File: src/include/ooo_defines.svh
// width, depth and opcode macros for the out-of-order back end

`ifndef OOO_DEFINES_SVH
`define OOO_DEFINES_SVH

////////////////////
// widths and depths
////////////////////

// operand and result width
`define OOO_DATA_WIDTH 32
// reorder buffer entries, power of two so tags wrap
`define OOO_ROB_DEPTH  8
// reservation station entries
`define OOO_RS_DEPTH   4
// architectural register file size
`define OOO_ARCH_REGS  32

////////////////////
// alu opcodes
////////////////////

`define OOO_OP_ADD 3'd0
`define OOO_OP_SUB 3'd1
`define OOO_OP_AND 3'd2
`define OOO_OP_OR  3'd3
`define OOO_OP_XOR 3'd4
// signed less-than, result is 0 or 1
`define OOO_OP_SLT 3'd5
// shift left by low bits of operand b
`define OOO_OP_SLL 3'd6

`endif

File: src/hw/ooo_pkg.sv
// shared typedefs for data, rob tags, registers, opcodes and counts

`default_nettype none

`include "ooo_defines.svh"

package ooo_pkg;

	////////////////////
	// datapath
	////////////////////

	// operand or result word
	typedef logic [`OOO_DATA_WIDTH-1:0] data_t;

	// index of a rob entry, also the tag of its producer
	typedef logic [$clog2(`OOO_ROB_DEPTH)-1:0] rob_tag_t;

	// architectural destination register
	typedef logic [$clog2(`OOO_ARCH_REGS)-1:0] arch_reg_t;

	// alu opcode, see OOO_OP_* codes
	typedef logic [2:0] alu_op_t;

	////////////////////
	// status
	////////////////////

	// one extra bit so a fully empty rob can be counted
	typedef logic [$clog2(`OOO_ROB_DEPTH):0] rob_count_t;

endpackage

`default_nettype wire

File: src/hw/alu_unit.sv
// single-cycle alu with registered result driving the cdb

`timescale 1ns/1ps
`default_nettype none

`include "ooo_defines.svh"

module alu_unit (
	input  wire logic              clock,
	input  wire logic              rst,
	input  wire logic              issue_valid,
	input  wire ooo_pkg::alu_op_t  issue_op,
	input  wire ooo_pkg::rob_tag_t issue_tag,
	input  wire ooo_pkg::data_t    issue_a,
	input  wire ooo_pkg::data_t    issue_b,
	output logic                   cdb_valid,
	output ooo_pkg::rob_tag_t      cdb_tag,
	output ooo_pkg::data_t         cdb_data
);
	import ooo_pkg::*;

	// shift amount taken from the low bits of b
	localparam int SHAMT_W = $clog2(`OOO_DATA_WIDTH);

	data_t result;

	always_comb begin
		case (issue_op)
			`OOO_OP_ADD: result = issue_a + issue_b;
			`OOO_OP_SUB: result = issue_a - issue_b;
			`OOO_OP_AND: result = issue_a & issue_b;
			`OOO_OP_OR:  result = issue_a | issue_b;
			`OOO_OP_XOR: result = issue_a ^ issue_b;
			// zero-extended compare flag
			`OOO_OP_SLT: result = data_t'($signed(issue_a) < $signed(issue_b));
			`OOO_OP_SLL: result = issue_a << issue_b[SHAMT_W-1:0];
			default:     result = '0;
		endcase
	end

	// broadcast one cycle after issue
	always_ff @(posedge clock) begin
		if (rst)
			cdb_valid <= 1'b0;
		else
			cdb_valid <= issue_valid;
	end

	always_ff @(posedge clock) begin
		if (issue_valid) begin
			cdb_tag  <= issue_tag;
			cdb_data <= result;
		end
	end

endmodule

`default_nettype wire

File: src/hw/issue_queue.sv
// reservation-station issue queue with cdb wakeup and oldest-ready select

`timescale 1ns/1ps
`default_nettype none

`include "ooo_defines.svh"

module issue_queue (
	input  wire logic              clock,
	input  wire logic              rst,
	input  wire logic              dispatch_valid,
	input  wire ooo_pkg::alu_op_t  dispatch_op,
	input  wire ooo_pkg::rob_tag_t dispatch_tag,
	input  wire logic              src_a_wait,
	input  wire ooo_pkg::rob_tag_t src_a_tag,
	input  wire ooo_pkg::data_t    src_a_value,
	input  wire logic              src_b_wait,
	input  wire ooo_pkg::rob_tag_t src_b_tag,
	input  wire ooo_pkg::data_t    src_b_value,
	input  wire logic              cdb_valid,
	input  wire ooo_pkg::rob_tag_t cdb_tag,
	input  wire ooo_pkg::data_t    cdb_data,
	output logic                   rs_free,
	output logic                   issue_valid,
	output ooo_pkg::alu_op_t       issue_op,
	output ooo_pkg::rob_tag_t      issue_tag,
	output ooo_pkg::data_t         issue_a,
	output ooo_pkg::data_t         issue_b
);
	import ooo_pkg::*;

	localparam int RS_N  = `OOO_RS_DEPTH;
	localparam int IDX_W = $clog2(`OOO_RS_DEPTH);

	typedef logic [IDX_W-1:0] rs_idx_t;

	// entry control
	logic [RS_N-1:0] busy;
	logic [RS_N-1:0] a_rdy;
	logic [RS_N-1:0] b_rdy;
	// age 0 is youngest, busy entries hold a permutation of 0..n-1
	rs_idx_t         age     [RS_N];
	rs_idx_t         age_nxt [RS_N];

	// entry payload
	alu_op_t  op    [RS_N];
	rob_tag_t tag   [RS_N];
	rob_tag_t a_tag [RS_N];
	rob_tag_t b_tag [RS_N];
	data_t    a_val [RS_N];
	data_t    b_val [RS_N];

	// select and allocate
	logic [RS_N-1:0] ready;
	logic [RS_N-1:0] avail;
	logic            sel_valid;
	rs_idx_t         sel_idx;
	rs_idx_t         free_idx;

	// dispatch operands after same-cycle cdb bypass
	logic  dsp_a_rdy;
	logic  dsp_b_rdy;
	data_t dsp_a_val;
	data_t dsp_b_val;

	////////////////////
	// oldest-ready select
	////////////////////

	always_comb begin
		ready     = busy & a_rdy & b_rdy;
		sel_valid = 1'b0;
		sel_idx   = '0;
		for (int i = 0; i < RS_N; i++) begin
			// larger age wins
			if (ready[i] && (!sel_valid || age[i] > age[sel_idx])) begin
				sel_valid = 1'b1;
				sel_idx   = rs_idx_t'(i);
			end
		end
	end

	// free slots, including the one issuing now
	always_comb begin
		avail = ~busy;
		if (sel_valid)
			avail[sel_idx] = 1'b1;
		free_idx = '0;
		for (int i = RS_N - 1; i >= 0; i--) begin
			if (avail[i])
				free_idx = rs_idx_t'(i);
		end
	end

	assign rs_free = |avail;

	// close the gap left by the issued entry, then make room for the new one
	always_comb begin
		for (int i = 0; i < RS_N; i++) begin
			age_nxt[i] = age[i];
			if (sel_valid && age[i] > age[sel_idx])
				age_nxt[i] = age_nxt[i] - 1'b1;
			if (dispatch_valid)
				age_nxt[i] = age_nxt[i] + 1'b1;
		end
	end

	// producer broadcasting in the dispatch cycle
	always_comb begin
		dsp_a_rdy = !src_a_wait;
		dsp_a_val = src_a_value;
		if (src_a_wait && cdb_valid && cdb_tag == src_a_tag) begin
			dsp_a_rdy = 1'b1;
			dsp_a_val = cdb_data;
		end
		dsp_b_rdy = !src_b_wait;
		dsp_b_val = src_b_value;
		if (src_b_wait && cdb_valid && cdb_tag == src_b_tag) begin
			dsp_b_rdy = 1'b1;
			dsp_b_val = cdb_data;
		end
	end

	////////////////////
	// entry state
	////////////////////

	always_ff @(posedge clock) begin
		if (rst) begin
			busy        <= '0;
			a_rdy       <= '0;
			b_rdy       <= '0;
			issue_valid <= 1'b0;
			for (int i = 0; i < RS_N; i++)
				age[i] <= '0;
		end else begin
			issue_valid <= sel_valid;
			for (int i = 0; i < RS_N; i++) begin
				if (busy[i])
					age[i] <= age_nxt[i];
				// wakeup from the cdb
				if (busy[i] && cdb_valid && a_tag[i] == cdb_tag)
					a_rdy[i] <= 1'b1;
				if (busy[i] && cdb_valid && b_tag[i] == cdb_tag)
					b_rdy[i] <= 1'b1;
			end
			if (sel_valid)
				busy[sel_idx] <= 1'b0;
			// new entry last, it may reuse the issued slot
			if (dispatch_valid) begin
				busy[free_idx]  <= 1'b1;
				age[free_idx]   <= '0;
				a_rdy[free_idx] <= dsp_a_rdy;
				b_rdy[free_idx] <= dsp_b_rdy;
			end
		end
	end

	always_ff @(posedge clock) begin
		for (int i = 0; i < RS_N; i++) begin
			if (busy[i] && !a_rdy[i] && cdb_valid && a_tag[i] == cdb_tag)
				a_val[i] <= cdb_data;
			if (busy[i] && !b_rdy[i] && cdb_valid && b_tag[i] == cdb_tag)
				b_val[i] <= cdb_data;
		end
		if (dispatch_valid) begin
			op[free_idx]    <= dispatch_op;
			tag[free_idx]   <= dispatch_tag;
			a_tag[free_idx] <= src_a_tag;
			b_tag[free_idx] <= src_b_tag;
			a_val[free_idx] <= dsp_a_val;
			b_val[free_idx] <= dsp_b_val;
		end
		// toward the alu
		if (sel_valid) begin
			issue_op  <= op[sel_idx];
			issue_tag <= tag[sel_idx];
			issue_a   <= a_val[sel_idx];
			issue_b   <= b_val[sel_idx];
		end
	end

endmodule

`default_nettype wire

File: src/hw/ooo_backend.sv
// top level joining issue queue, reorder buffer and alu over the cdb

`timescale 1ns/1ps
`default_nettype none

module ooo_backend (
	input  wire logic               clock,
	input  wire logic               rst,
	input  wire logic               dispatch_valid,
	input  wire ooo_pkg::alu_op_t   dispatch_op,
	input  wire ooo_pkg::arch_reg_t dispatch_dest,
	input  wire logic               src_a_wait,
	input  wire ooo_pkg::rob_tag_t  src_a_tag,
	input  wire ooo_pkg::data_t     src_a_value,
	input  wire logic               src_b_wait,
	input  wire ooo_pkg::rob_tag_t  src_b_tag,
	input  wire ooo_pkg::data_t     src_b_value,
	output logic                    dispatch_free,
	output ooo_pkg::rob_tag_t       dispatch_tag,
	output ooo_pkg::rob_count_t     rob_free_count,
	output logic                    commit_valid,
	output ooo_pkg::rob_tag_t       commit_tag,
	output ooo_pkg::arch_reg_t      commit_dest,
	output ooo_pkg::data_t          commit_data
);
	import ooo_pkg::*;

	// structure status and gated strobe
	logic rs_free;
	logic rob_free;
	logic dispatch_fire;

	// rob forwarding for the two sources
	logic  lookup_a_done;
	logic  lookup_b_done;
	data_t lookup_a_value;
	data_t lookup_b_value;

	// operands as seen by the issue queue
	logic  iq_a_wait;
	logic  iq_b_wait;
	data_t iq_a_value;
	data_t iq_b_value;

	// issue path and cdb
	logic     issue_valid;
	alu_op_t  issue_op;
	rob_tag_t issue_tag;
	data_t    issue_a;
	data_t    issue_b;
	logic     cdb_valid;
	rob_tag_t cdb_tag;
	data_t    cdb_data;

	////////////////////
	// dispatch
	////////////////////

	assign dispatch_free = rs_free & rob_free;
	// strobe while full is dropped here
	assign dispatch_fire = dispatch_valid & dispatch_free;

	// completed producer resolves now, otherwise keep waiting on its tag
	assign iq_a_wait  = src_a_wait & ~lookup_a_done;
	assign iq_a_value = src_a_wait ? lookup_a_value : src_a_value;
	assign iq_b_wait  = src_b_wait & ~lookup_b_done;
	assign iq_b_value = src_b_wait ? lookup_b_value : src_b_value;

	issue_queue u_issue_queue (
		.clock          (clock),
		.rst            (rst),
		.dispatch_valid (dispatch_fire),
		.dispatch_op    (dispatch_op),
		.dispatch_tag   (dispatch_tag),
		.src_a_wait     (iq_a_wait),
		.src_a_tag      (src_a_tag),
		.src_a_value    (iq_a_value),
		.src_b_wait     (iq_b_wait),
		.src_b_tag      (src_b_tag),
		.src_b_value    (iq_b_value),
		.cdb_valid      (cdb_valid),
		.cdb_tag        (cdb_tag),
		.cdb_data       (cdb_data),
		.rs_free        (rs_free),
		.issue_valid    (issue_valid),
		.issue_op       (issue_op),
		.issue_tag      (issue_tag),
		.issue_a        (issue_a),
		.issue_b        (issue_b)
	);

	reorder_buffer u_rob (
		.clock          (clock),
		.rst            (rst),
		.dispatch_valid (dispatch_fire),
		.dispatch_dest  (dispatch_dest),
		.alloc_tag      (dispatch_tag),
		.rob_free       (rob_free),
		.rob_free_count (rob_free_count),
		.lookup_a_tag   (src_a_tag),
		.lookup_b_tag   (src_b_tag),
		.lookup_a_done  (lookup_a_done),
		.lookup_b_done  (lookup_b_done),
		.lookup_a_value (lookup_a_value),
		.lookup_b_value (lookup_b_value),
		.cdb_valid      (cdb_valid),
		.cdb_tag        (cdb_tag),
		.cdb_data       (cdb_data),
		.commit_valid   (commit_valid),
		.commit_tag     (commit_tag),
		.commit_dest    (commit_dest),
		.commit_data    (commit_data)
	);

	// single lane, no back-pressure toward the issue queue
	alu_unit u_alu (
		.clock       (clock),
		.rst         (rst),
		.issue_valid (issue_valid),
		.issue_op    (issue_op),
		.issue_tag   (issue_tag),
		.issue_a     (issue_a),
		.issue_b     (issue_b),
		.cdb_valid   (cdb_valid),
		.cdb_tag     (cdb_tag),
		.cdb_data    (cdb_data)
	);

endmodule

`default_nettype wire

File: src/hw/reorder_buffer.sv
// reorder buffer: circular tag allocator, completion, forwarding, in-order commit

`timescale 1ns/1ps
`default_nettype none

`include "ooo_defines.svh"

module reorder_buffer (
	input  wire logic               clock,
	input  wire logic               rst,
	input  wire logic               dispatch_valid,
	input  wire ooo_pkg::arch_reg_t dispatch_dest,
	output ooo_pkg::rob_tag_t       alloc_tag,
	output logic                    rob_free,
	output ooo_pkg::rob_count_t     rob_free_count,
	input  wire ooo_pkg::rob_tag_t  lookup_a_tag,
	input  wire ooo_pkg::rob_tag_t  lookup_b_tag,
	output logic                    lookup_a_done,
	output logic                    lookup_b_done,
	output ooo_pkg::data_t          lookup_a_value,
	output ooo_pkg::data_t          lookup_b_value,
	input  wire logic               cdb_valid,
	input  wire ooo_pkg::rob_tag_t  cdb_tag,
	input  wire ooo_pkg::data_t     cdb_data,
	output logic                    commit_valid,
	output ooo_pkg::rob_tag_t       commit_tag,
	output ooo_pkg::arch_reg_t      commit_dest,
	output ooo_pkg::data_t          commit_data
);
	import ooo_pkg::*;

	localparam int         ROB_N    = `OOO_ROB_DEPTH;
	localparam rob_count_t ROB_FULL = rob_count_t'(`OOO_ROB_DEPTH);

	// per-entry completion, cleared when the slot is allocated
	logic [ROB_N-1:0] done;

	// per-entry payload
	arch_reg_t dest [ROB_N];
	data_t     data [ROB_N];

	// oldest entry, next free entry, occupancy
	rob_tag_t   head;
	rob_tag_t   tail;
	rob_count_t count;

	// head leaves at the coming edge
	logic retire;

	////////////////////
	// allocation status
	////////////////////

	// tags are just slot indices, handed out in order
	assign alloc_tag      = tail;
	assign rob_free       = count != ROB_FULL;
	assign rob_free_count = ROB_FULL - count;

	assign retire = (count != '0) && done[head];

	////////////////////
	// operand forwarding
	////////////////////

	// only meaningful for uncommitted producers named by dispatch
	assign lookup_a_done  = done[lookup_a_tag];
	assign lookup_a_value = data[lookup_a_tag];
	assign lookup_b_done  = done[lookup_b_tag];
	assign lookup_b_value = data[lookup_b_tag];

	////////////////////
	// pointers and flags
	////////////////////

	always_ff @(posedge clock) begin
		if (rst) begin
			head         <= '0;
			tail         <= '0;
			count        <= '0;
			done         <= '0;
			commit_valid <= 1'b0;
		end else begin
			commit_valid <= retire;
			// new entry starts incomplete
			if (dispatch_valid) begin
				done[tail] <= 1'b0;
				tail       <= tail + 1'b1;
			end
			// cdb never names the slot being allocated
			if (cdb_valid)
				done[cdb_tag] <= 1'b1;
			if (retire)
				head <= head + 1'b1;
			count <= count + rob_count_t'(dispatch_valid) - rob_count_t'(retire);
		end
	end

	////////////////////
	// payload and commit
	////////////////////

	always_ff @(posedge clock) begin
		if (dispatch_valid)
			dest[tail] <= dispatch_dest;
		if (cdb_valid)
			data[cdb_tag] <= cdb_data;
		// commit fields line up with commit_valid
		if (retire) begin
			commit_tag  <= head;
			commit_dest <= dest[head];
			commit_data <= data[head];
		end
	end

endmodule

`default_nettype wire

File: config.mk
export PLATFORM = sky130hd
export DESIGN_NAME = ooo_backend
export DESIGN_NICKNAME = d
export VERILOG_FILES = /design/src/hw/ooo_pkg.sv /design/src/hw/alu_unit.sv /design/src/hw/issue_queue.sv /design/src/hw/ooo_backend.sv /design/src/hw/reorder_buffer.sv
export VERILOG_INCLUDE_DIRS = /design/src /design/src/include
export SDC_FILE = /design/constraint.sdc
export NUM_CORES = 2
export LEC_CHECK = 0
export BUFFER_PORTS_ARGS = -buffer_cell sky130_fd_sc_hd__buf_2
export CAP_MARGIN = 20
export CORE_MARGIN = 3
export CORE_UTILIZATION = 57
export DETAILED_ROUTE_END_ITERATION = 6
export GPL_ROUTABILITY_DRIVEN = 0
export PLACE_DENSITY = 0.74
export SETUP_SLACK_MARGIN = 0.02
export SYNTH_ARGS = -nofsm -noshare
export SYNTH_HDL_FRONTEND = slang
export SYNTH_SLANG_ARGS = --single-unit
File: constraint.sdc
create_clock -name clock -period 11.2 [get_ports clock]
set_input_delay 0.56 -clock clock [delete_from_list [all_inputs] [get_ports clock]]
set_output_delay 0.56 -clock clock [all_outputs]
set_load 0.02 [all_outputs]
Word level (Yosys, flattened, before mapping)

Memories as Yosys holds them, arrays and structs flattened. A register that Yosys moved wholly into a read port is not among the register bits.
Cells that the tools add are included.

RAM bits: 608
Logic and storage cells: 275
Memories kept: 9
Bits in registers: 71

Shift-type cells: 1
Add/subtract/negate cells: 15
Reductions and logical operators: 71
Muxes and demuxes: 107
Equal/unequal tests: 17
Bitwise operators: 23
Order comparisons: 19

Memories:

| name                | depth | width | rd ports | clocked after Yosys merged registers in | write ports | line                 | source |
|---|---|---|---|---|---|---|---|
| u_rob.data          | 8     | 32    | 3        | 1                                       | 1           | reorder_buffer.sv:40 | `data_t data [ROB_N];` |
| u_issue_queue.a_val | 4     | 32    | 1        | 1                                       | 5           | issue_queue.sv:50    | `data_t a_val [RS_N];` |
| u_issue_queue.b_val | 4     | 32    | 1        | 1                                       | 5           | issue_queue.sv:51    | `data_t b_val [RS_N];` |
| u_rob.dest          | 8     | 5     | 1        | 1                                       | 1           | reorder_buffer.sv:39 | `arch_reg_t dest [ROB_N];` |
| u_issue_queue.a_tag | 4     | 3     | 4        | 0                                       | 1           | issue_queue.sv:48    | `rob_tag_t a_tag [RS_N];` |
| u_issue_queue.b_tag | 4     | 3     | 4        | 0                                       | 1           | issue_queue.sv:49    | `rob_tag_t b_tag [RS_N];` |
| +3 memories         | n/a   | n/a   | n/a      | n/a                                     | n/a         | n/a                  |  |

Operators by type and width:

| operator              | number |
|---|---|
| $pmux W32 S7          | 1 |
| $mux W32              | 4 |
| $mux W1               | 66 |
| $logic_and A1 B1 Y1   | 52 |
| $mux W2               | 18 |
| $add A32 B32 Y32      | 1 |
| $and A32 B32 Y32      | 1 |
| $lt A32 B32 Y1        | 1 |
| $or A32 B32 Y32       | 1 |
| $shl A32 B5 Y32       | 1 |
| $sub A32 B32 Y32      | 1 |
| $xor A32 B32 Y32      | 1 |
| $eq A3 B3 Y1          | 10 |
| $mux W4               | 6 |
| $mux W8               | 3 |
| $lt A3 B4 Y1 const B  | 5 |
| $gt A2 B2 Y1          | 7 |
| $logic_not A1 Y1      | 13 |
| $and A4 B4 Y4         | 3 |
| $bmux W1 S3           | 3 |
| $eq A3 B3 Y1 const B  | 3 |
| $add A2 B1 Y2 const B | 4 |
| $and A8 B8 Y8         | 1 |
| $bwmux W4             | 2 |
| other kinds (24)      | 45 |

Depth between registers and ports, before layout

An unclocked memory read counts as a cell.

Word-level depth: 33
Mapped depth: 26
Depth with buffers taken out: 24

Cells and area by module

A second synthesis with hierarchy kept.

Cell total of the unflattened synthesis: 3160
Area total of the unflattened synthesis: 45008.2 µm²

Modules (own cells, without submodules):

| module         | instances | cells each | sequential area each (µm²) | area an instance (µm²) |
|---|---|---|---|---|
| issue_queue    | 1         | 1164       | 11651.2                    | 18403.9 |
| reorder_buffer | 1         | 837        | 10470.0                    | 17396.7 |
| alu_unit       | 1         | 1083       | 1071.0                     | 8101.5 |
| ooo_backend    | 1         | 76         | 0.0                        | 1106.1 |

Worst setup path before layout

Ideal clock, no wire load.

Path kind: reg-to-reg
Start: memory u_issue_queue.age[0][1] in the netlist's numbering
End: memory u_issue_queue.a_val[0][0] in the netlist's numbering (enable)
Required time: 10.767 ns
Path slack: 5.225 ns
Cell stages (with the launch flop): 19
Clock period less this slack: 5.975 ns
Arrival time: 5.542 ns
Library setup time: 0.433 ns
Cell sequence: dfxtp_1 -> clkbuf_2 -> inv_1 -> ha_1 -> nor2b_1 -> a2bb2oi_1 -> o31ai_1 -> nor2_1 -> ha_1 -> nor2b_1 -> o21ai_0 -> a21oi_2 -> o31ai_1 -> ha_1 -> nor2b_1 -> o21ai_1 -> a21oi_2 -> o41a_1 -> o22ai_1

RTL lines:

| item            | line              | source |
|---|---|---|
| start, declared | issue_queue.sv:42 | `rs_idx_t age [RS_N];` |
| end, declared   | issue_queue.sv:50 |  |

==> reports/results.tsv <==
metric	value	unit
hpwl dp	82040	um
RSZ-0062 raised after global routing	no	
Lkg Pwr	16.46	nW
initial antenna violation count	4	
FP Rows	100	
vias in the first global route	31468	
min-delay worst type	input pin to flop	
initial core utilization	57.91	%
Clk pin slew, worst setup/hold paths	0.06	ns
PD cells	137.5	nW/um^2
H-Tree Depth	3	
slowest cell delay on critical path	0.86	ns
Final Setup Violations	0	
Syn Inst Count	3425	
Total GRT Usage	31.50	%
largest net degree at the start of global routing	99	
drt first pass iters	6	
DRT Wirelength	125600	um
leading area contributor after synthesis	edfxtp_1	
TritonCTS clock tree	built	
Fmax	0.1366	GHz
Syn Nets	3628	
Crit path top cell by count	ha_1	
Slew @ Worst Pin	1.119	ns
first-pass GRT wire length	189400	um
synth top area cells	edfxtp_1, mux4_2, a21oi_1	
die height	281.7	um
clk_skew	0.04274	ns
design area	47200	um^2
crit-path cells	inv_1 > ha_1 > nor2b_1 > a2bb2oi_1 > o31ai_1 > nor2_1 > ha_1 > nor2b_1 > o21ai_0 > a21oi_2 > o31ai_1 > ha_1 > nand2_1 > o21ai_1 > a21oi_4 > o31a_1 > nand3_1 > clkinv_2 > buf_4 > nor2_1 > a21oi_1	
CP Capture Type	flop	
kind of critical path	flop to flop	
Netlist cell types	96	
vias per cell	7.101	
CP Launch Type	flop	
placed cell area	44730	um^2
cts hold-fix bufs	0	
Synth top cells by count	edfxtp_1, a21oi_1, nor2_1	
crit path max fanout	72	
status	completed	
DR iter-0 viols	4545	
nets	3647	
EDFF count, synth	745	
CTS Root Cell	clkbuf_16	
WP data arrival	7.78	ns
normalized max-slew margin	25.43	%
Synth Flop Type	edfxtp_1	
Post-Syn Area	43330	um^2
IO Count	132	
crit path time final	7.319	ns
Avg WL per Cell	28.08	um
synthesized area per cell	12.65	um^2
Min Hold Slack	0.1679	ns
count leader, synth	edfxtp_1	
cell count after placement	4329	
VDD IR-drop max	0.1338	mV
final total power	6.488	mW
Worst EP required	11.66	ns
DIE WIDTH	281.7	um
Place WS	4.096	ns
Post-Route Setup TNS	0	ns
Tcrit/Tclk final	65.35	%
Synth Register Bits	786	
layout cells sized above 1	18.72	%
post-CTS setup buffer count	0	
Synth warnings	0	
Max-cap violations	0	
Layout Utilization	63.08	%
cts bufs inserted	79	
Routed Antenna Nets	0	
Max Root-Sink Buffers	3	
Slew Limit Fails	0	
sequential area share after synthesis	53.53	%
via count	31761	
Cell Count, Final, Fillers Out	4473	
post_cts resized	0	
buffers added on ports	131	
GR Overflow Total	0	
clock sink count	786	
Layout area overhead	8.935	%
asr flop ratio synth	0	%
die area	79350	um^2
core box area	74820	um^2
antenna cell count	0	
Fin. Hold Viols	0	
slowest CP cell	a21oi_4	
DRC	0	
final setup margin	3.881	ns
worst-skew pair later-pin latency	0.64	ns
share of the synthesized area in the top cell type	51.63	%
-- critical path: cells and delay by family, from the launching register on --
family                   cells  cell delay [ns]
flip-flops                   1             0.50
adder cells (fa/ha/maj)      3             0.93
AO/OA/AOI/OAI                9             3.28
AND/OR/NAND/NOR              6             0.92
buffers and inverters        3             1.45
-- per-layer routing --
| metal | up-vias | GRT usage, % | share of wire [%] |
|---|---|---|---|
| met2 | 2218 | 51.38 | 48 |
| met4 | 4 | 14.19 | 5.0 |
| met5 | - | 0 | 0.021 |
| li1 | 13474 | - | - |
| met1 | 15685 | 41.16 | 36 |
| met3 | 380 | 6.450 | 11 |
-- registers in the layout, indices dropped and copies added (netlist names), 4 cells and up --
signal and cells:
u_alu.cdb_data 32, u_issue_queue.a_rdy 4, u_issue_queue.a_tag 12, u_issue_queue.a_val 128
u_issue_queue.age 8, u_issue_queue.b_rdy 4, u_issue_queue.b_tag 12, u_issue_queue.b_val 128
u_issue_queue.busy 4, u_issue_queue.issue_a 32, u_issue_queue.issue_b 32, u_issue_queue.op 12
u_issue_queue.tag 12, u_rob.commit_data 32, u_rob.commit_dest 5, u_rob.count 4
u_rob.data 256, u_rob.dest 40, u_rob.done 8
-- cell usage in the layout, fill, tap and decap left out, drive strengths merged, types with 28 or more instances in the layout --
master,n
nor2,323
clkinv,42
nand2,124
nand3,37
buf,190
mux4,234
dfxtp,41
o21ai,141
nor3,42
a21oi,426
edfxtp,745
mux2i,156
a22oi,98
clkbuf,96
mux2,49
xor2,32
ha,117
o211ai,28
inv,136
a211oi,88
-- report_power, final --
group	switching, mW	internal, mW	total [mW]
Clock	1.11	1.41	2.53
Combinational	0.402	0.199	0.601
Sequential	0.0407	3.32	3.36
-- kinds of logic after synthesis --
| family | after synthesis | share of synthesized area (%) |
|---|---|---|
| adders and majority gates | 120 | 3.517 |
| AOI/OAI and AO/OA | 991 | 14.44 |
| buffers and inverters | 389 | 3.717 |
| muxes | 439 | 17.04 |
| and+or+nand+nor | 647 | 6.688 |
| xor gates and xnor gates | 53 | 1.071 |
| DFF | 786 | 53.53 |
-- worst paths after layout --
kind	from	endpoint	slack, ns	depth (start not counted)
worst min-delay path	dispatch_op[0]	u_issue_queue.op[1][0]	0.17	1
worst max register to register	u_issue_queue.age[0][1]	u_issue_queue.a_val[3][8]	3.88	21
worst min register to register	u_issue_queue.issue_tag[1]	u_alu.cdb_tag[1]	0.43	0
worst max-delay path	u_issue_queue.age[0][1]	u_issue_queue.a_val[3][8]	3.88	21
-- cell type report --
type / count / area [um^2]
Multi-Input combinational cell: 2250 / 18710
Clock inverter: 47 / 379.1
Clock buffer: 94 / 2064
Inverter: 135 / 510.5
Sequential cell: 786 / 23200
Fill cell: 5492 / 27620
Timing Repair Buffer: 192 / 1116
Tap cell: 969 / 1212
No activity file was read; power rests on OpenSTA's default activity.
